$ cat src/logic/rv_pkg.sv
package rv_pkg;

  // register and word width
  parameter int XLEN = 32;

  typedef logic [XLEN-1:0] word_t;
  typedef logic [4:0]      reg_idx_t;

  // major opcodes
  localparam logic [6:0] OP_LUI     = 7'b0110111;
  localparam logic [6:0] OP_AUIPC   = 7'b0010111;
  localparam logic [6:0] OP_REG_IMM = 7'b0010011;
  localparam logic [6:0] OP_REG_REG = 7'b0110011;
  localparam logic [6:0] OP_BRANCH  = 7'b1100011;
  localparam logic [6:0] OP_ENVIRON = 7'b1110011;

  // funct3 for the two alu groups
  localparam logic [2:0] F3_ADD_SUB = 3'b000;
  localparam logic [2:0] F3_SLL     = 3'b001;
  localparam logic [2:0] F3_SLT     = 3'b010;
  localparam logic [2:0] F3_SLTU    = 3'b011;
  localparam logic [2:0] F3_XOR     = 3'b100;
  localparam logic [2:0] F3_SRL_SRA = 3'b101;
  localparam logic [2:0] F3_OR      = 3'b110;
  localparam logic [2:0] F3_AND     = 3'b111;

  // funct3 for branches
  localparam logic [2:0] F3_BEQ  = 3'b000;
  localparam logic [2:0] F3_BNE  = 3'b001;
  localparam logic [2:0] F3_BLT  = 3'b100;
  localparam logic [2:0] F3_BGE  = 3'b101;
  localparam logic [2:0] F3_BLTU = 3'b110;
  localparam logic [2:0] F3_BGEU = 3'b111;

  // sub and sra
  localparam logic [6:0] FUNCT7_ALT = 7'b0100000;

  typedef union packed {
    struct packed {
      logic [6:0] funct7;
      reg_idx_t   rs2;
      reg_idx_t   rs1;
      logic [2:0] funct3;
      reg_idx_t   rd;
      logic [6:0] opcode;
    } r;
    struct packed {
      logic [11:0] imm;
      reg_idx_t    rs1;
      logic [2:0]  funct3;
      reg_idx_t    rd;
      logic [6:0]  opcode;
    } i;
    // branch offset bits are scattered over the word
    struct packed {
      logic       imm12;
      logic [5:0] imm10_5;
      reg_idx_t   rs2;
      reg_idx_t   rs1;
      logic [2:0] funct3;
      logic [3:0] imm4_1;
      logic       imm11;
      logic [6:0] opcode;
    } b;
    struct packed {
      logic [19:0] imm;
      reg_idx_t    rd;
      logic [6:0]  opcode;
    } u;
  } insn_t;

  typedef enum logic [3:0] {
    ALU_ADD,
    ALU_SUB,
    ALU_SLL,
    ALU_SLT,
    ALU_SLTU,
    ALU_XOR,
    ALU_SRL,
    ALU_SRA,
    ALU_OR,
    ALU_AND
  } alu_op_t;

endpackage
$ cat src/logic/reg_file.sv
module reg_file (
  input  logic             clk,
  input  logic             rst,
  input  logic             i_we,
  input  rv_pkg::reg_idx_t i_rd,
  input  rv_pkg::word_t    i_rd_data,
  input  rv_pkg::reg_idx_t i_rs1,
  input  rv_pkg::reg_idx_t i_rs2,
  output rv_pkg::word_t    o_rs1_data,
  output rv_pkg::word_t    o_rs2_data
);

  // x0 has no storage
  rv_pkg::word_t regs [1:31];

  always_ff @(posedge clk)
  begin
    if (rst)
    begin
      for (int i = 1; i < 32; i++)
      begin
        regs[i] <= '0;
      end
    end
    else if (i_we && i_rd != 5'd0)
    begin
      regs[i_rd] <= i_rd_data;
    end
  end

  assign o_rs1_data = (i_rs1 == 5'd0) ? '0 : regs[i_rs1];
  assign o_rs2_data = (i_rs2 == 5'd0) ? '0 : regs[i_rs2];

endmodule

$ cat config.mk
export PLATFORM = sky130hd
export DESIGN_NAME = reg_file
export DESIGN_NICKNAME = d
export VERILOG_FILES = /design/src/logic/rv_pkg.sv /design/src/logic/reg_file.sv
export SDC_FILE = /design/constraint.sdc
export NUM_CORES = 2
export LEC_CHECK = 0
export BUFFER_PORTS_ARGS = -buffer_cell sky130_fd_sc_hd__buf_2
export CAP_MARGIN = 20
export CELL_PAD_IN_SITES_DETAIL_PLACEMENT = 1
export CELL_PAD_IN_SITES_GLOBAL_PLACEMENT = 2
export CORE_UTILIZATION = 39
export DETAILED_ROUTE_END_ITERATION = 16
export HOLD_SLACK_MARGIN = 0.06
export PLACE_DENSITY_LB_ADDON = 0.08
export SETUP_SLACK_MARGIN = 0.2
export SYNTH_ARGS = -nofsm -noshare
export SYNTH_HDL_FRONTEND = slang
export SYNTH_SLANG_ARGS = --single-unit
$ cat constraint.sdc
create_clock -name clk -period 2.9 [get_ports clk]
set_clock_uncertainty 0.05 [all_clocks]
set_input_delay 0.435 -clock clk [delete_from_list [all_inputs] [get_ports clk]]
set_output_delay 0.435 -clock clk [all_outputs]
set_load 0.01 [all_outputs]
**Word level (Yosys, flattened, before mapping)**

Memories as Yosys holds them, arrays and structs flattened.
Index checks and enable logic that the tools add are counted.

- Register bits: 0
- Bits in writable memories: 992
- Output and inout bits: 64
- Word-level logic and storage cells: 16
- Memories: 1

Memories:

| memory | words | bits a word | read ports | clocked after Yosys merged registers in | write ports | RTL line | RTL |
|---|---|---|---|---|---|---|---|
| regs | 31 | 32 | 2 | 0 | 31 | reg_file.sv:14 | `rv_pkg::word_t regs [1:31];` |

- Mux-type cells: 10
- Reductions and logical operators: 5

Operators by type and width:

| kind | count |
|---|---|
| $mux W32 | 3 |
| $reduce_or A32 Y1 | 1 |
| $logic_not A5 Y1 | 2 |
| $mux W1 | 6 |
| $mux W5 | 1 |
| $reduce_bool A5 Y1 | 1 |
| $logic_and A1 B1 Y1 | 1 |

**Logic depth before layout (Yosys ltp)**

- Depth after elaboration: 7
- Mapped depth: 9
- Gate-level depth less buffers: 4

**Worst setup path after synthesis**

OpenSTA, ideal clock, no wires.

- Path kind: input -> output
- From: input port i_rs2[2]
- To: output port o_rs2_data[5]
- Arrival: 2.116 ns
- Data required time: 2.415 ns
- Slack: 0.299 ns
- Cell stages on the path: 7
- Buffers on the path: 3
- Path through: buf_2 buf_2 buf_1 mux4_2 a22o_1 a2111oi_0 nor3_1

- Longest elaborated chain between the ends: 2
- Elaborated cells between the ends (all ways): 3
- Those cells by class: 1 x mux; 1 x reduce/logical; 1 x memory

RTL lines:

| item | RTL line | RTL |
|---|---|---|
| start, declared | reg_file.sv:8 | `input rv_pkg::reg_idx_t i_rs2,` |
| $mem_v2 Z31 W32 / $logic_not A5 Y1 (equally long branches) | -- |  |
| $mux W32 * | reg_file.sv:32 | `assign o_rs2_data = (i_rs2 == 5'd0) ? '0 : regs[i_rs2];` |
| end, declared | reg_file.sv:10 | `output rv_pkg::word_t o_rs2_data` |

Mark *: on every way between the ends. The rest lies on a longest branch, timed or not.

**Final worst setup path**

- From: input port i_rs2[3]
- To: output port o_rs2_data[28]

The elaborated chain is that of the path after synthesis.

==> metrics.cfg <==
[place]
hpwl_um=139600
globalplace.congestion=0.8770
place_area_mm2=0.06066
port_buffers=113

[worst_setup_path]
critPathArrivalTime_ps=2750
critical_path_class=in -> out
slowest_stage=or3b_2
slowest_delay_ps=510
cp_cell_sequence=buf_2 -> buf_4 -> or3b_2 -> buf_12 -> o22ai_1 -> a2111oi_4 -> buf_4 -> nor3_1 -> buf_2
cp-start-kind=input pin
end_kind=output port
crit_fanout=8
critPathRequiredTime_ps=2410

[timing]
worst_slack_ps=-331.3
worst_pin_slew_ps=801.0
post-route-period-util_pct=111.4
slew_violations=0
finalCriticalPeriod_ps=3231
setup_viol_count_final=46
rsz0062_at_grt=yes
relSlewSlack_pct=46.60
fin_tns_setup_ps=-6848
hold_violations=0
max_freq_mhz=309.5

[synth]
synth_top_family_by_area=multiplexers
synth_mux_area_share_pct=21.28
ys_seq_area_share_pct=56.29
synthSimpleGateAreaFrac_pct=13.70
synthXorXnorAreaFrac_pct=0
netlist_area_mm2=0.05463
synth_edf_count=1024
syn_avg_cell_area_um2=14.51
synth_seq_cells=1024
syn_inst=3765
ys.flop_type=edfxtp_1
yosysWarnings=0
synthArstFlopShare_pct=0
synth_cell_types=44
synthAdderAreaFrac_pct=0
synth_compound_area_share_pct=5.391

[cells_and_area]
final_area_mm2=0.06789
final_common_cell=edfxtp_1
largest_reg_flops=1024
area_growth_pct=24.27
final_nets=4189
top_regs=regs (1024)
post-route-util_pct=49.13
regMostFlops=regs
layout_common_cells=edfxtp_1 (1024), and2_1 (993), buf_4 (402), mux4_2 (356), mux2i_1 (321)
drive_above_1_share_pct=35.97

[power]
powerDensity_mw_per_mm2=577.0
p_leak_nw=24.52
ir_drop_mv=0.6584

[cts]
numClockSinks=1024
htreeDepth=3
cts.root.buffer_cell=clkbuf_16
tritoncts=done
postCtsHoldBufs=0
numCtsBuffers=121
clk_pin_slew_worst_paths_ps=60
clk_path_buf_depth=3

[detailed_routing]
routed_wl_um=216700
routed.top_layer=met5
wl_per_cell_um=35.46
drtIter0Drc=3379
wl_met3_um=13880
via_count=36820
final_antenna_net_count=0
drc=0
wl_met2_um=106200
drt_pass1_iterations=5
viasPerCell=6.026
wl_met1_um=86800

[global_route]
first_global_vias=39800
grt_max_degree=55
antenna_found_initial=17
grt_pass1_wl_um=301900
grt_util_all_layers_pct=30.42
grt_overflow=0

[floorplan]
rows=136
die_area_mm2=0.1416
initial_core_util_pct=39.54
die_h_um=376.3
io_pins=114
fp.dieW_um=376.3
core-area_mm2=0.1382

[min_path]
hold_class=in -> reg

[status]
violations=negative setup slack
status=finished with violations

[job]
drv_cap=0

## Yosys cell counts, types with 21 or more instances
| cell type | n | share of area (%) |
|---|---|---|
| a22o_1 | 51 | 0.82 |
| buf_2 | 56 | 0.51 |
| a22oi_1 | 104 | 1.4 |
| edfxtp_1 | 1024 | 56 |
| buf_4 | 21 | 0.29 |
| o22ai_1 | 51 | 0.58 |
| mux2i_1 | 322 | 5.9 |
| nor3_1 | 26 | 0.24 |
| nor2b_1 | 56 | 0.64 |
| nor2_1 | 37 | 0.25 |
| clkbuf_1 | 302 | 2.1 |
| nor4_1 | 33 | 0.38 |
| a2111oi_1 | 32 | 0.59 |
| and2_1 | 995 | 11 |
| a21oi_1 | 56 | 0.51 |
| mux4_2 | 356 | 15 |
| a211oi_1 | 47 | 0.65 |
| mux2_2 | 34 | 0.70 |
| a2111oi_0 | 23 | 0.37 |
| o21ai_0 | 26 | 0.24 |
| or2_2 | 32 | 0.37 |
## critical path, delay by kind of cell
family / cells / cell delay, ps
buffers and inverters: 5 / 970
AND/OR/NAND/NOR: 2 / 930
AO/OA/AOI/OAI: 2 / 400
## where the power goes
group          switching (mW)  internal, mW  total, mW
clock network            6.52          9.31       15.8
registers               0.485          17.1       17.6
logic                    3.16          2.58       5.74
## timing repair
| action | in CTS | in global routing |
|---|---|---|
| gates cloned | 2 | 1 |
| endpoints found under the hold margin | 0 | 0 |
| pin swaps | 119 | 28 |
| resized for setup | 417 | 76 |
| setup endpoints to repair | 64 | 64 |
| buffers inserted | 24 | 19 |
## logic make-up (layout without fill, tap and decap cells)
family | count (synthesis) | in the layout
flip-flops | 1024 | 1024
multiplexers | 712 | 712
AO/OA/AOI/OAI | 407 | 407
AND/OR/NAND/NOR | 1213 | 1213
buffers and inverters | 408 | 854
other | 1 | 38
## routing by layer
| metal | track usage [%] | up-vias |
|---|---|---|
| met2 | 50.96 | 1488 |
| met1 | 39.09 | 19750 |
| met3 | 5.166 | 388 |
| met5 | 0 | - |
| li1 | - | 15180 |
| met4 | 12.47 | 16 |
## cell type report
class,count,area (um^2)
multi-input combinational,2364,24790
timing repair buffer,627,5942
fill,13330,70280
sequential,1024,30750
antenna,6,15.01
clock inverter,85,908.4
inverter,1,3.754
tap,1863,2331
clock buffer,141,3146
## per-stage QoR
stage	hold WS [ps]	cells	power [mW]	worst slack (ps)
floorplan	483.9	3796	20.27	299.3
global placement	931.4	5832	22.67	-645.2
detailed placement	944.2	5833	22.83	-593.5
CTS	126.9	6085	39.23	-335.0
global route	161.1	6107	40.09	-351.9
finish	162.5	6111	39.17	-331.3
## path summary, 6_finish.rpt
kind	startpoint	endpoint	slack, ps	depth (start not counted)
setup / recovery	i_rs2[3]	o_rs2_data[28]	-330	9
hold / removal	i_rd_data[16]	regs[0][16]$_DFFE_PP_	160	1
Note: power is estimated with default switching activity, not from simulation.
