--- config.mk ---
export PLATFORM = sky130hd
export DESIGN_NAME = pc_unit
export DESIGN_NICKNAME = d
export VERILOG_FILES = /design/src/logic/rv_pkg.sv /design/src/logic/pc_unit.sv
export SDC_FILE = /design/constraint.sdc
export NUM_CORES = 1
export LEC_CHECK = 0
export ABC_AREA = 1
export ABC_CLOCK_PERIOD_IN_PS = 3000
export BUFFER_PORTS_ARGS = -buffer_cell sky130_fd_sc_hd__buf_2
export CORE_MARGIN = 3
export CORE_UTILIZATION = 53
export DETAILED_ROUTE_END_ITERATION = 10
export PLACE_DENSITY = 0.83
export SLEW_MARGIN = 10
export SYNTH_ARGS = -nofsm -noshare
export SYNTH_HDL_FRONTEND = slang
export SYNTH_SLANG_ARGS = --single-unit
--- constraint.sdc ---
create_clock -name clk -period 3 [get_ports clk]
set_clock_uncertainty 0.1 [all_clocks]
set_input_delay 0.6 -clock clk [delete_from_list [all_inputs] [get_ports clk]]
set_output_delay 0.6 -clock clk [all_outputs]
set_load 0.005 [all_outputs]
--- src/logic/rv_pkg.sv ---
package rv_pkg;

  // register and word width
  parameter int XLEN = 32;

  typedef logic [XLEN-1:0] word_t;
  typedef logic [4:0]      reg_idx_t;

  // major opcodes
  localparam logic [6:0] OP_LUI     = 7'b0110111;
  localparam logic [6:0] OP_AUIPC   = 7'b0010111;
  localparam logic [6:0] OP_REG_IMM = 7'b0010011;
  localparam logic [6:0] OP_REG_REG = 7'b0110011;
  localparam logic [6:0] OP_BRANCH  = 7'b1100011;
  localparam logic [6:0] OP_ENVIRON = 7'b1110011;

  // funct3 for the two alu groups
  localparam logic [2:0] F3_ADD_SUB = 3'b000;
  localparam logic [2:0] F3_SLL     = 3'b001;
  localparam logic [2:0] F3_SLT     = 3'b010;
  localparam logic [2:0] F3_SLTU    = 3'b011;
  localparam logic [2:0] F3_XOR     = 3'b100;
  localparam logic [2:0] F3_SRL_SRA = 3'b101;
  localparam logic [2:0] F3_OR      = 3'b110;
  localparam logic [2:0] F3_AND     = 3'b111;

  // funct3 for branches
  localparam logic [2:0] F3_BEQ  = 3'b000;
  localparam logic [2:0] F3_BNE  = 3'b001;
  localparam logic [2:0] F3_BLT  = 3'b100;
  localparam logic [2:0] F3_BGE  = 3'b101;
  localparam logic [2:0] F3_BLTU = 3'b110;
  localparam logic [2:0] F3_BGEU = 3'b111;

  // sub and sra
  localparam logic [6:0] FUNCT7_ALT = 7'b0100000;

  typedef union packed {
    struct packed {
      logic [6:0] funct7;
      reg_idx_t   rs2;
      reg_idx_t   rs1;
      logic [2:0] funct3;
      reg_idx_t   rd;
      logic [6:0] opcode;
    } r;
    struct packed {
      logic [11:0] imm;
      reg_idx_t    rs1;
      logic [2:0]  funct3;
      reg_idx_t    rd;
      logic [6:0]  opcode;
    } i;
    // branch offset bits are scattered over the word
    struct packed {
      logic       imm12;
      logic [5:0] imm10_5;
      reg_idx_t   rs2;
      reg_idx_t   rs1;
      logic [2:0] funct3;
      logic [3:0] imm4_1;
      logic       imm11;
      logic [6:0] opcode;
    } b;
    struct packed {
      logic [19:0] imm;
      reg_idx_t    rd;
      logic [6:0]  opcode;
    } u;
  } insn_t;

  typedef enum logic [3:0] {
    ALU_ADD,
    ALU_SUB,
    ALU_SLL,
    ALU_SLT,
    ALU_SLTU,
    ALU_XOR,
    ALU_SRL,
    ALU_SRA,
    ALU_OR,
    ALU_AND
  } alu_op_t;

endpackage
--- src/logic/pc_unit.sv ---
module pc_unit (
  input  logic          clk,
  input  logic          rst,
  input  logic          i_run,
  input  logic          i_halt,
  input  logic          i_is_branch,
  input  rv_pkg::insn_t i_insn,
  input  rv_pkg::word_t i_imm,
  input  rv_pkg::word_t i_rs1_data,
  input  rv_pkg::word_t i_rs2_data,
  output rv_pkg::word_t o_pc
);

  logic          is_eq;
  logic          is_lt;
  logic          is_ltu;
  logic          cond;
  rv_pkg::word_t pc_next;

  // branch comparator
  assign is_eq  = (i_rs1_data == i_rs2_data);
  assign is_lt  = ($signed(i_rs1_data) < $signed(i_rs2_data));
  assign is_ltu = (i_rs1_data < i_rs2_data);

  always_comb
  begin
    case (i_insn.b.funct3)
      rv_pkg::F3_BEQ:  cond = is_eq;
      rv_pkg::F3_BNE:  cond = !is_eq;
      rv_pkg::F3_BLT:  cond = is_lt;
      rv_pkg::F3_BGE:  cond = !is_lt;
      rv_pkg::F3_BLTU: cond = is_ltu;
      rv_pkg::F3_BGEU: cond = !is_ltu;
      default:         cond = 1'b0;
    endcase
  end

  assign pc_next = (i_is_branch && cond) ? o_pc + i_imm : o_pc + 32'd4;

  // pc only moves while running and not halted
  always_ff @(posedge clk)
  begin
    if (rst)
      o_pc <= '0;
    else if (i_run && !i_halt)
      o_pc <= pc_next;
  end

endmodule

# [After elaboration in Yosys (flattened, before gate mapping)]
# Index checks and enable logic that the tools add are counted.
[op_classes] n_addsub=2 n_lt_le_gt_ge=2 n_eq_ne=6 mux=2 reduce_logical=7
[ops] operator="< comparator 32 bit" count=2
[ops] operator="adder 32 x 3 -> 32 bit (second input constant)" count=1
[ops] operator="adder 32 bit" count=1
[ops] operator="equality test 32 bit" count=1
[ops] operator="two-way mux 32 bit" count=1
[ops] operator="equality test 3 bit (second input constant)" count=4
[ops] operator="case mux 1 bit (6 select lines)" count=1
[ops] operator="logical NOT 1 bit" count=4
[ops] operator="equality test 3 x 1 -> 1 bit (second input constant)" count=1
[ops] operator="logical NOT 3 bit" count=1
[ops] operator="logical AND 1 bit" count=2
[word_totals] reg_bits=32 out_inout_bits=32

# [Depth between registers and ports, before layout]
[logic_depth] depth_word=5 ltp_mapped=23

# [Worst setup path before layout]
# Ideal clock, no wire load.
[synth_path] path_type="input-to-reg" from="in i_imm[0]" to="reg o_pc[24]" setup_time_ns=0.113 t_arrival_ns=2.463 path_slack_ns=0.324 cell_stages=14 path_cell_list="ha_1 -> fa_1 -> nand3_1 -> nand3_1 -> nand3_1 -> nand2_1 -> a21boi_0 -> o21ai_0 -> nand2_1 -> nand2_1 -> xnor2_1 -> nor2_1 -> o21ai_1 -> inv_1"
[synth_between] elab_chain_cells=2
[synth_lines] item="start, declared" line_no="pc_unit.sv:8" rtl="input rv_pkg::word_t i_imm,"
[synth_lines] item="adder 32 bit" line_no="pc_unit.sv:38" rtl="assign pc_next = (i_is_branch && cond) ? o_pc + i_imm : o_pc + 32'd4;"
[synth_lines] item="two-way mux 32 bit" line_no="pc_unit.sv:38"
[synth_lines] item="end signal, assigned" line_no="pc_unit.sv:46" rtl="o_pc <= pc_next;"
[synth_lines] item="end, declared" line_no="pc_unit.sv:11" rtl="output rv_pkg::word_t o_pc"
# No other way between the ends.
# A chain may end at the register's enable or synchronous reset.

# [Worst setup path in the final report]
[layout_path] from="in i_rs1_data[31]" to="reg o_pc[5]"
[layout_between] elab_chain_cells=5 elab_cells_between_ends=9
[layout_lines] item="start, declared" line_no="pc_unit.sv:9" rtl="input rv_pkg::word_t i_rs1_data,"
[layout_lines] item="< comparator 32 bit (tied with other cells)" line_no="pc_unit.sv:23" rtl="assign is_ltu = (i_rs1_data < i_rs2_data);"
[layout_lines] item="logical NOT 1 bit (on tied branches)" line_no="pc_unit.sv:33, pc_unit.sv:29, pc_unit.sv:31"
[layout_lines] item="case mux 1 bit (6 select lines) *" line_no="pc_unit.sv:27" rtl="case (i_insn.b.funct3)"
[layout_lines] item="logical AND 1 bit *" line_no="pc_unit.sv:38"
[layout_lines] item="two-way mux 32 bit *" line_no="pc_unit.sv:38"
# Mark *: on every way between the ends. The rest lies on a longest branch, timed or not.

==> flow_summary.toml <==
[setup_path]
worst_ep_arrival_time_ps = 2790
critical_path.most_common_cell = "nand2_1"
startpoint_class_of_the_critical_path = "primary input"
cp_cell_sequence = "buf_2 -> ha_1 -> a21oi_1 -> o21a_1 -> nand2_1 -> a21oi_1 -> nand2_2 -> nand2_1 -> nand2_1 -> nand2_1 -> nand3_2 -> nand2_2 -> buf_4 -> o21ai_0 -> nor2_1 -> nor2_1"
cpLargestDelayFamily = "simple AND/OR/NAND/NOR gates"
ff2ff_setup_slack_ps = 390
path_class = "in -> reg"
worst_r2r_endpoint = "o_pc[24]$_SDFFE_PP0P_"
end_kind = "register"
critical_path.n_buffers_inverters = 2
worstPathRequired_ps = 3090
r2r_start = "o_pc[0]$_SDFFE_PP0P_"
timing.reg2reg.worst_path_depth = 15
critical_path.max_stage_delay_ps = 350
critical_path.slowest_cell = "ha_1"
worstPathMaxFanout = 10

[detailed_routing]
detailedRoute.firstIterationViolations = 454
drtPass1Iterations = 5
finalWirelength_mm = 15.5
antenna_left = 0
post-route-drc-count = 0
detail_route.vias_per_cell = 5.41
routed_wire_length_per_instance_um = 13.8
detailroute.via_count = 6069

[min_path]
hold_path_startpoint = "o_pc[0]$_SDFFE_PP0P_"
min_path_type = "reg -> reg"
worstHoldPathCells = 2
timing.hold.worst_endpoint = "o_pc[0]$_SDFFE_PP0P_"

[placed_design]
dp_hpwl_mm = 12.6
dp_slack_ps = 18.8
place_inst = 1114
gpl_wtd_cong = 0.937
buffer_ports.inserted = 135

[clock_network]
ctsResizeCount = 0
post_cts_buffers = 0
cts.sink_count = 32
ctsLongestPathBuffers = 2
tritoncts = "done"
tritoncts.num_buffers = 5
holdBufCountCts = 0
path_clk_slew_ps = 80
cts.root.buffer_cell = "clkbuf_8"
clock_tree.htree_level_count = 2
worst_skew_pair.late_latency_ps = 290

[timing]
final_hold_vio_count = 0
setup_repair_after_global_routing_missed_its_margin = "false"
clock.fmax_mhz = 370
final.min_clock_period_ps = 2700
fin_setup_tns_ps = 0
final_max_slew_viol_count = 0
relSlewSlack = 0.537
setup_viol = 0
timing.final.crit_share = 0.901
worst_pin_slew_ps = 694
setup_slack_ps = 296

[logic_synthesis]
async_flop_share = 0
yosys_register_bits = 32
synthesis.yosys.warnings = 0
synth_edf_count = 0
synthesis.nets = 1035
yosys.cell_types.count = 38
yosysMostFrequentCell = "nand2_1"
postSynthCellCount = 837
post_synth.cell_area_avg_um2 = 6.09
synth.cell_area_um2 = 5090
synthDominantAreaCellType = "ha_1"
synth_sequential_area_ratio = 0.126
post_synth_main_area_contributors = "ha_1 16%, nand2_1 14%, dfxtp_1 13%"
yosys.area.top_type_share = 0.157
synth-main-ff-cell = "dfxtp_1"
synth_common_cells = "193 x nand2_1, 136 x inv_1, 78 x nor2_1"

[final_layout]
area_delta_synth_final_pct = 21.8
layout-drive-gt1-share = 0.212
antenna-diode-count = 0
top_register = "o_pc"
reg.largest.list = "o_pc x32"
util_after_layout = 0.668
instances_no_fill = 1122
largest_reg_flops = 32
nNetsFinal = 1190

[global_route]
gr-total-overflow = 0
first_pass_grt_wire_length_mm = 25.9
grt_use_total = 0.282
first_global_vias = 5620
antenna_found_initial = 0
grt_start_max_net_pins = 41

[floorplanning]
fp.dieArea_um2 = 10800
chipHeight_um = 104
floorplan.core_area_um2 = 9280
placement_rows = 35
die_x_um = 104
floorplan.initialDensity = 0.549
ios = 165

[pwr]
static_leakage_nw = 3.37
worst_ir_drop_vdd_uv = 268
design_power_total_mw = 1.79
pwr_density_cell_nw_per_um2 = 289

[outcome]
run_status = "finished clean"

[run]
drv_cap = 0
worst max-delay path by stage:
stage | startpoint | endpoint | slack [ps] | depth (start not counted)
floorplan | i_imm[0] | o_pc[24]$_SDFFE_PP0P_ | 320 | 14
global placement | i_imm[0] | o_pc[24]$_SDFFE_PP0P_ | 40 | 16
detailed placement | i_rs1_data[31] | o_pc[5]$_SDFFE_PP0P_ | 20 | 16
CTS | i_imm[0] | o_pc[24]$_SDFFE_PP0P_ | 310 | 16
global route | i_imm[0] | o_pc[28]$_SDFFE_PP0P_ | 60 | 14
finish | i_rs1_data[31] | o_pc[5]$_SDFFE_PP0P_ | 300 | 16
layer usage:
| layer | vias to the layer above | share of wire | global-route usage |
|---|---|---|---|
| li1 | 3037 | - | - |
| met1 | 2721 | 0.44 | 0.377 |
| met2 | 274 | 0.45 | 0.468 |
| met3 | 37 | 0.087 | 0.0435 |
| met4 | 0 | 0.023 | 0.0874 |
| met5 | - | 0 | 0 |
report_power, final:
| group | total [mW] | switching, mW | internal (mW) | leakage [nW] |
|---|---|---|---|---|
| Combinational | 0.825 | 0.486 | 0.339 | 3.04 |
| Sequential | 0.487 | 0.0365 | 0.450 | 0.262 |
| Clock | 0.483 | 0.190 | 0.294 | 0.0645 |
| Total | 1.79 | 0.712 | 1.08 | 3.37 |
layout make-up:
cell class,count,area (um^2)
clock inverter,1,30.0
tap,129,161
timing repair buffer,164,918
fill,906,3080
sequential,32,641
clock buffer,7,96.3
multi-input combinational,652,3840
inverter,137,514
metrics by stage:
step           area, um^2  hold slack, ps
5_1_grt              6200             413
3_3_place_gp         6080             373
3_5_place_dp         6080             376
2_1_floorplan        5090             378
6_report             6200             387
4_1_cts              6200             388
cells by family after synthesis:
| kind of cell | after synthesis | share of synthesized area |
|---|---|---|
| compound gates | 137 | 0.147 |
| xor+xnor | 51 | 0.0877 |
| fa+ha+maj | 65 | 0.161 |
| simple gates | 399 | 0.358 |
| flops | 32 | 0.126 |
| buf+inv | 153 | 0.120 |
cell usage in the layout (no fill, tap or decap), drive strengths merged, types with 2 or more instances in the layout:
master	synthesis	layout
xnor2	16	16
nand4	15	15
o21ai	37	37
o21a	4	4
clkbuf	8	7
nor4	6	6
o21bai	6	6
a31oi	10	10
a21o	6	6
inv	137	137
nor3	9	9
ha	64	64
dfxtp	32	32
buf	8	164
xor2	35	35
nand3	76	76
nand2	201	201
a21oi	72	72
nor3b	2	2
nor2	88	88
tightest hold or removal path, delay by kind of cell, from the launching register on:
family	cells	cell delay [ps]
and+or+nand+nor	1	60
AOI/OAI and AO/OA	1	50
DFF	1	330
(Power assumes the default switching activity.)
