File: src/logic/rv_pkg.sv
package rv_pkg;

  // register and word width
  parameter int XLEN = 32;

  typedef logic [XLEN-1:0] word_t;
  typedef logic [4:0]      reg_idx_t;

  // major opcodes
  localparam logic [6:0] OP_LUI     = 7'b0110111;
  localparam logic [6:0] OP_AUIPC   = 7'b0010111;
  localparam logic [6:0] OP_REG_IMM = 7'b0010011;
  localparam logic [6:0] OP_REG_REG = 7'b0110011;
  localparam logic [6:0] OP_BRANCH  = 7'b1100011;
  localparam logic [6:0] OP_ENVIRON = 7'b1110011;

  // funct3 for the two alu groups
  localparam logic [2:0] F3_ADD_SUB = 3'b000;
  localparam logic [2:0] F3_SLL     = 3'b001;
  localparam logic [2:0] F3_SLT     = 3'b010;
  localparam logic [2:0] F3_SLTU    = 3'b011;
  localparam logic [2:0] F3_XOR     = 3'b100;
  localparam logic [2:0] F3_SRL_SRA = 3'b101;
  localparam logic [2:0] F3_OR      = 3'b110;
  localparam logic [2:0] F3_AND     = 3'b111;

  // funct3 for branches
  localparam logic [2:0] F3_BEQ  = 3'b000;
  localparam logic [2:0] F3_BNE  = 3'b001;
  localparam logic [2:0] F3_BLT  = 3'b100;
  localparam logic [2:0] F3_BGE  = 3'b101;
  localparam logic [2:0] F3_BLTU = 3'b110;
  localparam logic [2:0] F3_BGEU = 3'b111;

  // sub and sra
  localparam logic [6:0] FUNCT7_ALT = 7'b0100000;

  typedef union packed {
    struct packed {
      logic [6:0] funct7;
      reg_idx_t   rs2;
      reg_idx_t   rs1;
      logic [2:0] funct3;
      reg_idx_t   rd;
      logic [6:0] opcode;
    } r;
    struct packed {
      logic [11:0] imm;
      reg_idx_t    rs1;
      logic [2:0]  funct3;
      reg_idx_t    rd;
      logic [6:0]  opcode;
    } i;
    // branch offset bits are scattered over the word
    struct packed {
      logic       imm12;
      logic [5:0] imm10_5;
      reg_idx_t   rs2;
      reg_idx_t   rs1;
      logic [2:0] funct3;
      logic [3:0] imm4_1;
      logic       imm11;
      logic [6:0] opcode;
    } b;
    struct packed {
      logic [19:0] imm;
      reg_idx_t    rd;
      logic [6:0]  opcode;
    } u;
  } insn_t;

  typedef enum logic [3:0] {
    ALU_ADD,
    ALU_SUB,
    ALU_SLL,
    ALU_SLT,
    ALU_SLTU,
    ALU_XOR,
    ALU_SRL,
    ALU_SRA,
    ALU_OR,
    ALU_AND
  } alu_op_t;

endpackage
File: src/logic/alu.sv
module alu (
  input  rv_pkg::word_t   i_a,
  input  rv_pkg::word_t   i_b,
  input  rv_pkg::alu_op_t i_op,
  output rv_pkg::word_t   o_result
);

  logic [4:0] shamt;

  // shifts only look at the low 5 bits
  assign shamt = i_b[4:0];

  always_comb
  begin
    case (i_op)
      rv_pkg::ALU_ADD:
        o_result = i_a + i_b;
      rv_pkg::ALU_SUB:
        o_result = i_a - i_b;
      rv_pkg::ALU_SLL:
        o_result = i_a << shamt;
      rv_pkg::ALU_SLT:
        o_result = ($signed(i_a) < $signed(i_b)) ? 32'd1 : 32'd0;
      rv_pkg::ALU_SLTU:
        o_result = (i_a < i_b) ? 32'd1 : 32'd0;
      rv_pkg::ALU_XOR:
        o_result = i_a ^ i_b;
      rv_pkg::ALU_SRL:
        o_result = i_a >> shamt;
      rv_pkg::ALU_SRA:
        // arithmetic shift keeps the sign
        o_result = $signed(i_a) >>> shamt;
      rv_pkg::ALU_OR:
        o_result = i_a | i_b;
      rv_pkg::ALU_AND:
        o_result = i_a & i_b;
      default:
        o_result = '0;
    endcase
  end

endmodule

File: config.mk
export PLATFORM = sky130hd
export DESIGN_NAME = alu
export DESIGN_NICKNAME = d
export VERILOG_FILES = /design/src/logic/rv_pkg.sv /design/src/logic/alu.sv
export SDC_FILE = /design/constraint.sdc
export NUM_CORES = 1
export LEC_CHECK = 0
export BUFFER_PORTS_ARGS = -buffer_cell sky130_fd_sc_hd__buf_2
export CORE_MARGIN = 3
export CORE_UTILIZATION = 40
export DETAILED_ROUTE_END_ITERATION = 8
export MAX_ROUTING_LAYER = met4
export PLACE_DENSITY_LB_ADDON = 0.25
export SETUP_SLACK_MARGIN = 0.05
export SYNTH_ARGS = -nofsm -noshare
export SYNTH_HDL_FRONTEND = slang
export SYNTH_SLANG_ARGS = --single-unit
File: constraint.sdc
create_clock -name vclk -period 11.3
set_clock_uncertainty 0.05 [all_clocks]
set_input_delay 1.695 -clock vclk [all_inputs]
set_output_delay 1.695 -clock vclk [all_outputs]
set_load 0.01 [all_outputs]
# After elaboration in Yosys (flattened, before gate mapping)
# Index checks and enable logic that the tools add are counted.
# Widths: inputs -> output; s select.
# op_classes
n_lt_le_gt_ge,2
mux,3
shifts,3
addsub,2
bitwise,3
n_eq_ne,9
n_reduce_logical,1
# op_table
cell,count
$pmux 32 s10,1
$lt 32x32->1,2
$add 32x32->32,1
$and 32x32->32,1
$or 32x32->32,1
$shl 32x5->32,1
$shr 32x5->32,1
$sshr 32x5->32,1
$sub 32x32->32,1
$xor 32x32->32,1
$eq 4x3->1 const B,4
$eq 4x2->1 const B,2
$eq 4x4->1 const B,2
$eq 4x1->1 const B,1
$logic_not 4->1,1
$mux 1,2
# word_totals
out_inout_bits,32
register_bits,0
in_bits,68

# Logic depth before layout (Yosys ltp)
# Gate-level depths: netlist of the first run.
# logic_depth
depth_word,3
ltp_mapped,17
depth_no_buf,13

# Worst setup path after synthesis of the first run
# Ideal clock, no wire load.
# synth_timing
path_kind,input to output
start,input port i_b[2]
end,output port o_result[31]
slack_ns,4.259
required_time_ns,9.555
n_path_buf,5
arrival_ns,5.296
cell_stages,17
cell_sequence,inv_1 -> buf_2 -> buf_2 -> buf_1 -> buf_2 -> ha_1 -> buf_4 -> o211a_1 -> a211oi_1 -> o31a_1 -> a21o_1 -> a21oi_1 -> a221o_1 -> a41oi_1 -> o41ai_2 -> xnor2_1 -> o211ai_1
# synth_between
elab_chain_len,2
elab_cells_between_ends,6
classes_between,add/sub (2); shift (3); mux (1)
# synth_lines
element,line,source
from (decl),alu.sv:3,"input rv_pkg::word_t i_b,"
"$sub 32x32->32, or another cell as far along",alu.sv:19,o_result = i_a - i_b;
$pmux 32 s10 *,alu.sv:15,case (i_op)
to (decl),alu.sv:5,output rv_pkg::word_t o_result
# Every way passes the cells marked *; elsewhere a longest branch is shown, timed or not.

# Final worst setup path of the first run
# layout_timing
start,input port i_b[3]
end,output port o_result[27]
# Same word-level chain as after synthesis.

==> flow_metrics.env, run 1 <==
export IMPL_status="finished clean"
export IMPL_tightest_slew_ps=1020
export IMPL_first_iter_violations=1402
export IMPL_fin_crit_ps=8059
export IMPL_hold_class="in2out"
export IMPL_avgRoutedWirePerCell_microns=24.40
export IMPL_yosys_area_top_type_share_pct=15.36
export IMPL_arrival_ps=6310
export IMPL_preCtsSetupSlack_ps=3458
export IMPL_synth_cell_area_sq_mm=0.008064
export IMPL_start_util_pct=41.03
export IMPL_dieArea_sq_mm=0.02190
export IMPL_ys_seq_area_share_pct=0
export IMPL_hold_buffers=0
export IMPL_area_sequential_sq_um=0
export IMPL_critical_path_class="in2out"
export IMPL_grt_use_total_pct=34.08
export IMPL_fin_tns_setup_ps=0
export IMPL_cp_start_kind="input pin"
export IMPL_area_growth_pct=6.858
export IMPL_die_x_microns=148.0
export IMPL_yosys_warnings=0
export IMPL_design_core_area_sq_mm=0.01965
export IMPL_wl_mm=38.33
export IMPL_layout_nets=1475
export IMPL_via_per_inst=6.592
export IMPL_dr_pass1_iters=6
export IMPL_grt_use_met1_pct=49.68
export IMPL_maxCapViolations=0
export IMPL_synth_area_leaders="ha_1 (15%), nor2_1 (8.6%), o21ai_0 (8.3%), a21oi_1 (8.0%), mux2i_1 (6.7%)"
export IMPL_hold_viol=0
export IMPL_grt_pass1_wl_mm=56.97
export IMPL_grt_use_met3_pct=6.407
export IMPL_seq_cell_count=0
export IMPL_synth_distinct_cells=78
export IMPL_rsz0062_at_grt="false"
export IMPL_fill_cells=2209
export IMPL_grt_busiest_layer="met1"
export IMPL_antenna_found_initial=2
export IMPL_drive_gt1_share_pct=11.89
export IMPL_grt_pass1_vias=9266
export IMPL_crit_required_ps=9560
export IMPL_rows=51
export IMPL_io_buffers=100
export IMPL_fmax_mhz=124.1
export IMPL_finalSetupViolCount=0
export IMPL_min_period_over_period_pct=71.32
export IMPL_layout_setup_ws_ps=3241
export IMPL_grt_max_degree=82
export IMPL_gr_total_overflow=0
export IMPL_syn_inst=1287
export IMPL_ant_nets=0
export IMPL_drv_slew=0
export IMPL_most_common_layout_cells="nor2_1 (183), o21ai_0 (133), a21oi_1 (129), nand2_1 (104)"
export IMPL_gp_congestion=1.098
export IMPL_maxSlewHeadroom_pct=31.46
export IMPL_nClkBuffers=0
export IMPL_cts_setup_buffers=0
export IMPL_die_h_microns=148.0
export IMPL_drc_errors=0
export IMPL_syn_num_nets=1456
export IMPL_use_met2_pct=48.73
export IMPL_final_common_cell="nor2_1"
export IMPL_synth_largest_area_cell="ha_1"
export IMPL_dr_total_vias=10356
export IMPL_path_max_fanout=72
export IMPL_syn_avg_cell_area_sq_um=6.266
export IMPL_dp_hpwl_mm=30.36
export IMPL_end_kind="output pin"
export IMPL_boundaryPins=100
export IMPL_post_cts_resized=0
[synth_stat cells (6+ instances only)]
library cell and number:
nor2b_1 12, mux2i_1 54, o21bai_1 9, a221o_1 8, clkbuf_1 59, a31oi_1 22, nor3b_1 6, mux2_2 11
nor4_1 10, a221oi_1 19, o221ai_1 13, o211ai_1 27, a21oi_1 129, nand2b_1 14, o2111ai_1 6, nand2_1 104
ha_1 99, o22ai_1 10, nor2_1 184, inv_1 89, a21o_1 24, nor3_1 27, xnor2_1 16, a211oi_1 22
nand3_1 25, buf_1 17, buf_2 20, o21ai_0 133, a211o_1 13
[path summary, 6_finish.rpt]
| path | depth (start not counted) | slack (ps) | endpoint | start |
|---|---|---|---|---|
| max | 15 | 3240 | o_result[27] | i_b[3] |
| min | 5 | 3870 | o_result[31] | i_b[31] |
[metrics by stage]
step / hold slack (ps) / std cells / area [sq um] / utilization, %
after floorplan: 3646 / 1287 / 8064 / -
after global placement: 3880 / 1569 / 8612 / 43.82
after detailed placement: 3871 / 1569 / 8612 / 43.82
after CTS: 3879 / 1569 / 8612 / 43.82
after global routing: 3907 / 1571 / 8617 / 43.84
final: 3869 / 1571 / 8617 / 43.84
[final cells by class]
type,instances,area [sq um],area share (%)
Antenna cell,2,5.005,0.05808
Tap cell,265,331.6,3.848
Inverter,90,337.8,3.920
Multi-Input combinational cell,1097,7312,84.86
Timing Repair Buffer,117,630.6,7.318
[critical path, stage by stage]
cell	delay (ps)
buf_2	80
buf_4	530
clkinv_1	770
ha_1	660
nor3_2	180
o21ai_1	130
a311oi_2	390
nor3_2	100
o41ai_2	440
a31oi_1	190
o221a_1	290
o221ai_2	240
xnor2_1	120
a221o_1	330
buf_2	150
[layer usage]
metal	share of wire [%]	wire (microns)
met5	0	0
met4	2.8	1074
met3	12	4758
met2	42	16030
met1	43	16470
[logic make-up (layout without fill, tap and decap cells)]
family	after synthesis	count (layout)	share of synthesized area (%)
fa+ha+maj	101	101	15.86
xor+xnor	19	19	2.064
other cells	0	2	0
compound gates	492	492	40.03
buf+inv	190	207	9.434
mux	70	70	9.635
simple gates	415	415	22.98
==> run 2: changes to the inputs <==
clock period = 8.4 ns   (was 11.3 ns; I/O delays follow)
==> run 2 against run 1 <==
Effect of this change: wire length increased by 3.5%; global-route usage increased by 1.1 points; flip-flop and latch count unchanged; first-iteration DRC count decreased by 4.1%; largest cell class unchanged; critical endpoint is now o_result[26]; non-clock buffer count increased by 2; via count about the same; die area unchanged.
==> flow_metrics.env, run 2 (synthesis results as in run 1) <==
export IMPL_arrival_ps=5050
export IMPL_layout_nets=1477
export IMPL_avgRoutedWirePerCell_microns=25.23
export IMPL_grt_use_total_pct=35.14
export IMPL_cp_common_cell="buf_2"
export IMPL_drive_gt1_share_pct=12.02
export IMPL_gp_congestion=1.089
export IMPL_hold_buffers=0
export IMPL_die_h_microns=148.0
export IMPL_tightest_slew_ps=1166
export IMPL_fin_tns_setup_ps=0
export IMPL_rows=51
export IMPL_hold_class="in2out"
export IMPL_maxSlewHeadroom_pct=21.97
export IMPL_start_util_pct=41.03
export IMPL_first_iter_violations=1344
export IMPL_final_common_cell="nor2_1"
export IMPL_design_core_area_sq_mm=0.01965
export IMPL_rsz0062_at_grt="false"
export IMPL_dr_pass1_iters=8
export IMPL_area_sequential_sq_um=0
export IMPL_grt_pass1_vias=9469
export IMPL_boundaryPins=100
export IMPL_critical_path_buf_inv_count=3
export IMPL_path_max_fanout=18
export IMPL_drv_slew=0
export IMPL_dr_total_vias=10366
export IMPL_gr_total_overflow=0
export IMPL_area_growth_pct=7.013
export IMPL_dp_hpwl_mm=31.04
export IMPL_crit_required_ps=7090
export IMPL_cp_start_kind="input pin"
export IMPL_hold_viol=0
export IMPL_post_cts_resized=0
export IMPL_path_cells="buf_2 -> clkinv_1 -> ha_1 -> nor2_2 -> a2111oi_4 -> o41ai_4 -> o41ai_2 -> nor4_1 -> nor3b_1 -> o41a_1 -> a311oi_2 -> a21o_1 -> a211o_1 -> buf_2"
export IMPL_grt_max_degree=72
export IMPL_most_common_layout_cells="nor2_1 (183), o21ai_0 (133), a21oi_1 (129), nand2_1 (104)"
export IMPL_antenna_found_initial=1
export IMPL_die_x_microns=148.0
export IMPL_via_per_inst=6.594
export IMPL_cts_setup_buffers=0
export IMPL_ant_nets=0
export IMPL_io_buffers=100
export IMPL_grt_pass1_wl_mm=58.29
export IMPL_crit_slowest_cell="ha_1"
export IMPL_slowest_delay_ps=710
export IMPL_end_kind="output pin"
export IMPL_min_period_over_period_pct=75.75
export IMPL_fmax_mhz=157.2
export IMPL_fill_cells=2211
export IMPL_nClkBuffers=0
export IMPL_dieArea_sq_mm=0.02190
export IMPL_cp_top_family="compound AO/OA/AOI/OAI gates"
export IMPL_maxCapViolations=0
export IMPL_wl_mm=39.67
export IMPL_critical_path_class="in2out"
export IMPL_seq_cell_count=0
export IMPL_drc_errors=0
export IMPL_fin_crit_ps=6363
export IMPL_status="finished clean"
export IMPL_finalSetupViolCount=0
[run 2: path summary, 6_finish.rpt]
check / startpoint / cells past startpoint / slack (ps) / to
max: i_b[3] / 14 / 2040 / o_result[26]
min: i_b[31] / 5 / 3040 / o_result[31]
[run 2: cell type report]
type | count | area (sq um) | area share (%)
well taps | 265 | 331.6 | 3.842
multi-input cells | 1097 | 7312 | 84.73
diodes | 1 | 2.502 | 0.02900
repair buffers | 119 | 645.6 | 7.482
inverters | 90 | 337.8 | 3.915
[run 2: tightest hold or removal path, delay by kind of cell]
kind | cells | cell delay [ps]
AOI/OAI and AO/OA | 2 | 190
adders and majority gates | 1 | 140
buffers and inverters | 2 | 230
[run 2: per-stage QoR]
stage	std cells	area (sq um)	hold slack [ps]	utilization, %	setup slack, ps
2_1_floorplan	1287	8064	2776	-	2229
3_3_place_gp	1571	8627	3024	43.89	2232
3_5_place_dp	1571	8627	3024	43.89	2147
4_1_cts	1571	8627	3029	43.89	2119
5_1_grt	1572	8630	3052	43.91	1846
6_report	1572	8630	3035	43.91	2037
[run 2: metal layers]
layer,routed length (microns),track usage (%),vias to the layer above
met3,5183,10.48,79
met4,1394,9.700,0
met5,0,-,-
met2,16340,50.10,662
met1,16750,48.13,4903
li1,-,-,4722
