[config.mk]
export PLATFORM = sky130hd
export DESIGN_NAME = insn_decoder
export DESIGN_NICKNAME = d
export VERILOG_FILES = /design/src/logic/rv_pkg.sv /design/src/logic/insn_decoder.sv
export SDC_FILE = /design/constraint.sdc
export NUM_CORES = 1
export LEC_CHECK = 0
export ABC_CLOCK_PERIOD_IN_PS = 1300
export BUFFER_PORTS_ARGS = -buffer_cell sky130_fd_sc_hd__buf_4
export CAP_MARGIN = 15
export CORE_UTILIZATION = 30
export DETAILED_ROUTE_END_ITERATION = 8
export PLACE_DENSITY = 0.81
export SYNTH_ARGS = -nofsm -noshare
export SYNTH_HDL_FRONTEND = slang
export SYNTH_SLANG_ARGS = --single-unit
[constraint.sdc]
create_clock -name vclk -period 1.3
set_input_delay 0.195 -clock vclk [all_inputs]
set_output_delay 0.195 -clock vclk [all_outputs]
set_load 0.02 [all_outputs]
[src/logic/rv_pkg.sv]
package rv_pkg;

  // register and word width
  parameter int XLEN = 32;

  typedef logic [XLEN-1:0] word_t;
  typedef logic [4:0]      reg_idx_t;

  // major opcodes
  localparam logic [6:0] OP_LUI     = 7'b0110111;
  localparam logic [6:0] OP_AUIPC   = 7'b0010111;
  localparam logic [6:0] OP_REG_IMM = 7'b0010011;
  localparam logic [6:0] OP_REG_REG = 7'b0110011;
  localparam logic [6:0] OP_BRANCH  = 7'b1100011;
  localparam logic [6:0] OP_ENVIRON = 7'b1110011;

  // funct3 for the two alu groups
  localparam logic [2:0] F3_ADD_SUB = 3'b000;
  localparam logic [2:0] F3_SLL     = 3'b001;
  localparam logic [2:0] F3_SLT     = 3'b010;
  localparam logic [2:0] F3_SLTU    = 3'b011;
  localparam logic [2:0] F3_XOR     = 3'b100;
  localparam logic [2:0] F3_SRL_SRA = 3'b101;
  localparam logic [2:0] F3_OR      = 3'b110;
  localparam logic [2:0] F3_AND     = 3'b111;

  // funct3 for branches
  localparam logic [2:0] F3_BEQ  = 3'b000;
  localparam logic [2:0] F3_BNE  = 3'b001;
  localparam logic [2:0] F3_BLT  = 3'b100;
  localparam logic [2:0] F3_BGE  = 3'b101;
  localparam logic [2:0] F3_BLTU = 3'b110;
  localparam logic [2:0] F3_BGEU = 3'b111;

  // sub and sra
  localparam logic [6:0] FUNCT7_ALT = 7'b0100000;

  typedef union packed {
    struct packed {
      logic [6:0] funct7;
      reg_idx_t   rs2;
      reg_idx_t   rs1;
      logic [2:0] funct3;
      reg_idx_t   rd;
      logic [6:0] opcode;
    } r;
    struct packed {
      logic [11:0] imm;
      reg_idx_t    rs1;
      logic [2:0]  funct3;
      reg_idx_t    rd;
      logic [6:0]  opcode;
    } i;
    // branch offset bits are scattered over the word
    struct packed {
      logic       imm12;
      logic [5:0] imm10_5;
      reg_idx_t   rs2;
      reg_idx_t   rs1;
      logic [2:0] funct3;
      logic [3:0] imm4_1;
      logic       imm11;
      logic [6:0] opcode;
    } b;
    struct packed {
      logic [19:0] imm;
      reg_idx_t    rd;
      logic [6:0]  opcode;
    } u;
  } insn_t;

  typedef enum logic [3:0] {
    ALU_ADD,
    ALU_SUB,
    ALU_SLL,
    ALU_SLT,
    ALU_SLTU,
    ALU_XOR,
    ALU_SRL,
    ALU_SRA,
    ALU_OR,
    ALU_AND
  } alu_op_t;

endpackage
[src/logic/insn_decoder.sv]
module insn_decoder (
  input  rv_pkg::insn_t    i_insn,
  output rv_pkg::reg_idx_t o_rs1,
  output rv_pkg::reg_idx_t o_rs2,
  output rv_pkg::reg_idx_t o_rd,
  output rv_pkg::word_t    o_imm,
  output logic             o_use_imm,
  output rv_pkg::alu_op_t  o_alu_op,
  output logic             o_is_lui,
  output logic             o_is_auipc,
  output logic             o_is_branch,
  output logic             o_reg_we,
  output logic             o_halt
);

  rv_pkg::word_t imm_i;
  rv_pkg::word_t imm_b;
  rv_pkg::word_t imm_u;
  rv_pkg::alu_op_t group_op;
  logic          is_alt;

  assign o_rs1 = i_insn.r.rs1;
  assign o_rs2 = i_insn.r.rs2;
  assign o_rd  = i_insn.r.rd;

  // sign-extended immediates
  assign imm_i = {{20{i_insn.i.imm[11]}}, i_insn.i.imm};
  assign imm_b = {{19{i_insn.b.imm12}}, i_insn.b.imm12, i_insn.b.imm11,
                  i_insn.b.imm10_5, i_insn.b.imm4_1, 1'b0};
  assign imm_u = {i_insn.u.imm, 12'b0};

  // for immediates funct7 sits in imm[11:5]
  assign is_alt = (i_insn.r.funct7 == rv_pkg::FUNCT7_ALT);

  // operation shared by both alu groups
  always_comb
  begin
    case (i_insn.r.funct3)
      rv_pkg::F3_ADD_SUB:
      begin
        // no subi, so alt only counts for reg-reg
        if (is_alt && i_insn.r.opcode == rv_pkg::OP_REG_REG)
          group_op = rv_pkg::ALU_SUB;
        else
          group_op = rv_pkg::ALU_ADD;
      end
      rv_pkg::F3_SLL:  group_op = rv_pkg::ALU_SLL;
      rv_pkg::F3_SLT:  group_op = rv_pkg::ALU_SLT;
      rv_pkg::F3_SLTU: group_op = rv_pkg::ALU_SLTU;
      rv_pkg::F3_XOR:  group_op = rv_pkg::ALU_XOR;
      rv_pkg::F3_SRL_SRA:
      begin
        group_op = is_alt ? rv_pkg::ALU_SRA : rv_pkg::ALU_SRL;
      end
      rv_pkg::F3_OR:   group_op = rv_pkg::ALU_OR;
      default:         group_op = rv_pkg::ALU_AND;
    endcase
  end

  always_comb
  begin
    o_imm       = imm_i;
    o_use_imm   = 1'b0;
    o_alu_op    = rv_pkg::ALU_ADD;
    o_is_lui    = 1'b0;
    o_is_auipc  = 1'b0;
    o_is_branch = 1'b0;
    o_reg_we    = 1'b0;
    o_halt      = 1'b0;
    case (i_insn.r.opcode)
      rv_pkg::OP_LUI:
      begin
        o_imm    = imm_u;
        o_is_lui = 1'b1;
        o_reg_we = 1'b1;
      end
      rv_pkg::OP_AUIPC:
      begin
        // pc + upper immediate through the adder
        o_imm      = imm_u;
        o_use_imm  = 1'b1;
        o_is_auipc = 1'b1;
        o_reg_we   = 1'b1;
      end
      rv_pkg::OP_REG_IMM:
      begin
        o_use_imm = 1'b1;
        o_alu_op  = group_op;
        o_reg_we  = 1'b1;
      end
      rv_pkg::OP_REG_REG:
      begin
        o_alu_op = group_op;
        o_reg_we = 1'b1;
      end
      rv_pkg::OP_BRANCH:
      begin
        o_imm       = imm_b;
        o_is_branch = 1'b1;
      end
      rv_pkg::OP_ENVIRON:
      begin
        // only ecall, every other field zero
        o_halt = (i_insn.i.imm == 12'd0) && (i_insn.i.rs1 == 5'd0) &&
                 (i_insn.i.funct3 == 3'd0) && (i_insn.i.rd == 5'd0);
      end
      default:
      begin
        // unknown opcode runs as a no-op
        o_reg_we = 1'b0;
      end
    endcase
  end

endmodule

# Word level (Yosys, flattened, before mapping)
# Index checks and enable logic that the tools add are counted.
[totals]
output_inout_bits = 57
regBits = 0
word_cells = 36
input_bits = 32
[classes]
n_mux = 11
eq_ne = 13
n_reduce_logical = 12
[op_table]
columns = ["op", "count"]
rows = [
  ["31-bit one-hot mux with 2 select lines", 1],
  ["4-bit one-hot mux with 7 select lines", 1],
  ["7-bit by 6-bit equality test with 1-bit output (second input constant)", 3],
  ["7-bit by 5-bit equality test with 1-bit output (second input constant)", 2],
  ["7-bit equality test (second input constant)", 2],
  ["12-bit logical NOT", 1],
  ["5-bit logical NOT", 2],
  ["3-bit equality test (second input constant)", 3],
  ["1-bit 2-to-1 mux", 8],
  ["3-bit by 2-bit equality test with 1-bit output (second input constant)", 2],
  ["2-bit OR reduction", 3],
  ["1-bit logical AND", 4],
  ["4-bit 2-to-1 mux", 1],
  ["4-bit OR reduction", 1],
  ["3-bit by 1-bit equality test with 1-bit output (second input constant)", 1],
  ["3-bit logical NOT", 1],
]

# Longest topological paths before layout
[depth]
depth_word = 5
mapped_depth = 6
mapped_depth_nobuf = 3

# Worst setup path before layout
# No wires, ideal clock.
[synth_path]
path_type = "input to output"
from = "in i_insn[31] (netlist name)"
to = "out o_alu_op[0]"
arrival_ns = 1.392
t_required_ns = 1.105
path_buffers = 0
stages = 3
slack_ns = -0.287
cell_sequence = "nor4_2 a41oi_1 nor4_1"
[synth_between]
elab_chain_len = 5
elab_cells_between_ends = 6
cone_classes = "1 x eq/ne; 4 x mux; 1 x reduce/logical"
[synth_lines]
columns = ["item", "line_no", "source"]
rows = [
  ["start, declared", "insn_decoder.sv:2", "input rv_pkg::insn_t i_insn,"],
  ["7-bit by 6-bit equality test with 1-bit output *", "insn_decoder.sv:33", "assign is_alt = (i_insn.r.funct7 == rv_pkg::FUNCT7_ALT);"],
  ["1-bit logical AND", "insn_decoder.sv:42", "if (is_alt && i_insn.r.opcode == rv_pkg::OP_REG_REG)"],
  ["1-bit 2-to-1 mux", "insn_decoder.sv:42", ""],
  ["4-bit one-hot mux with 7 select lines *", "insn_decoder.sv:38", "case (i_insn.r.funct3)"],
  ["4-bit 2-to-1 mux *", "insn_decoder.sv:70", "case (i_insn.r.opcode)"],
  ["end, declared", "insn_decoder.sv:8", "output rv_pkg::alu_op_t o_alu_op,"],
]
# Every way passes the cells marked *; elsewhere a longest branch is shown, timed or not.

# Final worst setup path
[layout_path]
from = "in i_insn[13] (netlist name)"
to = "out o_halt"
[layout_between]
elab_chain_len = 4
[layout_lines]
columns = ["item", "line_no", "source"]
rows = [
  ["3-bit logical NOT", "insn_decoder.sv:105", "(i_insn.i.funct3 == 3'd0) && (i_insn.i.rd == 5'd0);"],
  ["1-bit logical AND", "insn_decoder.sv:104", "o_halt = (i_insn.i.imm == 12'd0) && (i_insn.i.rs1 == 5'd0) &&"],
  ["1-bit logical AND", "insn_decoder.sv:105", ""],
  ["1-bit 2-to-1 mux", "insn_decoder.sv:70", ""],
  ["end, declared", "insn_decoder.sv:13", "output logic o_halt"],
]
# No other way between the ends.

==> load_flow_metrics.sql <==
INSERT INTO impl_metrics (metric_group, metric, value, unit) VALUES
('sta', 'rsz0062_at_grt', 'yes', ''),
('placed_design', 'place.detailed.hpwl', '2389', 'um'),
('placed_design', 'place_inst', '214', ''),
('sta', 'timing.fmax', '657.7', 'MHz'),
('sta', 'layout_worst_path_cycle_share', '1.170', ''),
('setup_path', 'critical_path.n_buffers_inverters', '2', ''),
('setup_path', 'crit_path_start_kind', 'input port', ''),
('floorplanning', 'core_region_area', '2042', 'um^2'),
('global_routing', 'groute.usage.overall', '0.3198', ''),
('final_layout', 'area_growth_syn_to_layout', '174.4', '%'),
('final_layout', 'regArea', '0', 'um^2'),
('synth', 'post-synth-top-area-fraction', '0.2115', ''),
('setup_path', 'worstPathCellList', 'buf_4, nor4_4, nand3_1, nor4_4, buf_4', ''),
('route', 'postRouteAntennaNets', '0', ''),
('placed_design', 'placement.cell_area', '1436', 'um^2'),
('setup_path', 'cp_slowest_cell', 'sky130_fd_sc_hd__nor4_4', ''),
('setup_path', 'crit_path_max_fanout', '4', ''),
('sta', 'hold_viol_final', '0', ''),
('synth', 'syn_avg_cell_area', '7.174', 'um^2'),
('final_layout', 'layout-drive-gt1-share', '0.7716', ''),
('synth', 'most_common_library_cells_after_synthesis', 'sky130_fd_sc_hd__a21o_1, sky130_fd_sc_hd__buf_4, sky130_fd_sc_hd__nor2b_1', ''),
('floorplanning', 'die_x', '49.41', 'um'),
('final_layout', 'final_core_utilization', '0.9063', ''),
('min_path', 'hold_path.class', 'in -> out', ''),
('sta', 'maxSlewViolCount', '0', ''),
('sta', 'period_needed', '1.520', 'ns'),
('final_layout', 'finish.net_count', '231', ''),
('sta', 'max-slew-margin-rel', '0.7635', ''),
('synth', 'yosysTopAreaCell', 'sky130_fd_sc_hd__a21o_1', ''),
('placed_design', 'gp_routability_congestion', '0.8154', ''),
('synth', 'ys_top_cells_by_area', 'sky130_fd_sc_hd__a21o_1, sky130_fd_sc_hd__buf_4, sky130_fd_sc_hd__buf_6, sky130_fd_sc_hd__nor2b_1, sky130_fd_sc_hd__a22o_1', ''),
('route', 'num_vias', '1288', ''),
('run_status', 'violated_checks', 'setup timing', ''),
('run_status', 'status', 'finished with violations', ''),
('global_routing', 'first_global_vias', '1204', ''),
('synth', 'synth-warning-count', '0', ''),
('floorplanning', 'initial_utilization', '0.3303', ''),
('route', 'detail_route.iter0.violations', '40', ''),
('setup_path', 'crit_path_arrival_time', '1.33', 'ns'),
('power_and_ir_drop', 'total_leakage_power', '1.015', 'nW'),
('setup_path', 'timing.critical_path.slowest_cell_delay', '0.32', 'ns'),
('synth', 'synth.cell_area', '674.4', 'um^2'),
('setup_path', 'worst-path-stages', '5', ''),
('setup_path', 'path_class', 'in -> out', ''),
('flow_run', 'drv.max_cap_violation_count', '0', ''),
('route', 'drt_wl_total', '5073', 'um'),
('placed_design', 'place.port_buffers', '89', ''),
('setup_path', 'cp-startpoint', 'i_insn[13]', ''),
('setup_path', 'worstPathRequired', '1.11', 'ns'),
('synth', 'number_of_cells_produced_by_synthesis', '94', ''),
('sta', 'tns', '-4.312', 'ns'),
('global_routing', 'antenna_violations_before_repair', '0', ''),
('floorplanning', 'die_height', '49.41', 'um'),
('sta', 'max_slew.worst_pin.slew', '0.3534', 'ns'),
('global_routing', 'grt_max_degree', '13', ''),
('final_layout', 'clockBufferCount', '0', ''),
('route', 'post_drt_wl_per_cell', '22.65', 'um'),
('synth', 'mappedNetlistNets', '126', ''),
('route', 'via_per_inst', '5.750', ''),
('final_layout', 'seq_cell_count', '0', ''),
('floorplanning', 'ios', '89', ''),
('setup_path', 'cpLargestDelayFamily', 'simple AND/OR/NAND/NOR gates', ''),
('setup_path', 'sort_of_element_at_the_end_of_the_critical_path', 'primary output', ''),
('final_layout', 'final_cell_area', '1851', 'um^2'),
('route', 'drc', '0', ''),
('final_layout', 'diodes_inserted', '0', ''),
('floorplanning', 'placement_rows', '16', ''),
('global_routing', 'grt_first_pass_wirelength', '6085', 'um'),
('synth', 'synth.yosys.seq_area_share', '0', ''),
('power_and_ir_drop', 'vdd_drop_max', '0.2595', 'mV'),
('setup_path', 'cp-endpoint', 'o_halt', ''),
('route', 'drt_first_pass_iters', '4', ''),
('power_and_ir_drop', 'power_per_cell_area', '358.4', 'nW/um^2'),
('synth', 'netlist-cell-type-count', '32', ''),
('sta', 'setup_viol', '33', ''),
('synth', 'synth.most_common_cell', 'sky130_fd_sc_hd__a21o_1', ''),
('floorplanning', 'total_die_area', '2441', 'um^2'),
('global_routing', 'overflow', '0', ''),
('sta', 'post-route-worst-setup-slack', '-0.2205', 'ns'),
('final_layout', 'fin_cells', '224', '');
-- worst min path at each step --
stage	start	to	slack [ns]	cells past startpoint
final	i_insn[17]	o_rs1[2]	0.62	2
after floorplan	i_insn[5]	o_is_auipc	0.44	1
after CTS	i_insn[17]	o_rs1[2]	0.61	2
after detailed placement	i_insn[17]	o_rs1[2]	0.61	2
after global routing	i_insn[17]	o_rs1[2]	0.62	2
after global placement	i_insn[17]	o_rs1[2]	0.61	2
-- per-layer routing --
metal / wire [um] / global-route usage
met5: 0 / 0
met4: 221 / 0.08571
met3: 422 / 0.04050
met1: 1913 / 0.3535
met2: 2515 / 0.6256
-- cell families after synthesis --
group                  count (synthesis)  share of synthesized area
AND/OR/NAND/NOR                       39                     0.3674
AO/OA/AOI/OAI                         29                     0.3228
buffers and inverters                 24                     0.2727
multiplexers                           2                    0.03710
-- power breakdown --
part	switching, mW	total [mW]	internal [mW]
Clock	0	0	0
Combinational	0.326	0.663	0.337
Sequential	0	0	0
Total	0.326	0.663	0.337
-- placed cells by master, fill, tap and decap left out, types with 2 or more instances in the layout --
master                     n
sky130_fd_sc_hd__nor2b_1   2
sky130_fd_sc_hd__buf_6    52
sky130_fd_sc_hd__buf_4    67
sky130_fd_sc_hd__buf_8     3
sky130_fd_sc_hd__nor4_4    4
sky130_fd_sc_hd__a21o_1   19
sky130_fd_sc_hd__and3b_2   2
sky130_fd_sc_hd__nand2_1   2
sky130_fd_sc_hd__nor2b_2   5
sky130_fd_sc_hd__nor2_1    4
sky130_fd_sc_hd__a22o_1    4
sky130_fd_sc_hd__nand3_1   2
sky130_fd_sc_hd__and2_4    5
sky130_fd_sc_hd__nor4_1    2
sky130_fd_sc_hd__nor2_4    2
-- repair_timing --
action                                  in CTS  in global routing
gates cloned                                 4                  1
hold buffers                                 0                  0
pin swaps                                   13                 11
endpoints found under the setup margin      40                 39
setup buffers                                2                  3
gates resized for setup                     59                 29
-- cell type report --
class,instances,area [um^2]
Multi-Input combinational cell,74,679.4
Tap cell,27,33.78
Fill cell,79,191.4
Timing Repair Buffer,122,1134
Inverter,1,3.754
-- per-stage QoR --
| step | hold slack, ns | worst slack [ns] | total power, mW |
|---|---|---|---|
| after detailed placement | 0.6121 | -0.3160 | 0.5058 |
| after CTS | 0.6123 | -0.1414 | 0.5864 |
| after floorplan | 0.4411 | -0.02521 | 0.2469 |
| after global placement | 0.6073 | -0.2796 | 0.4968 |
| after global routing | 0.6238 | -0.2343 | 0.6762 |
| final | 0.6201 | -0.2205 | 0.6633 |
No activity file was read; power rests on OpenSTA's default activity.
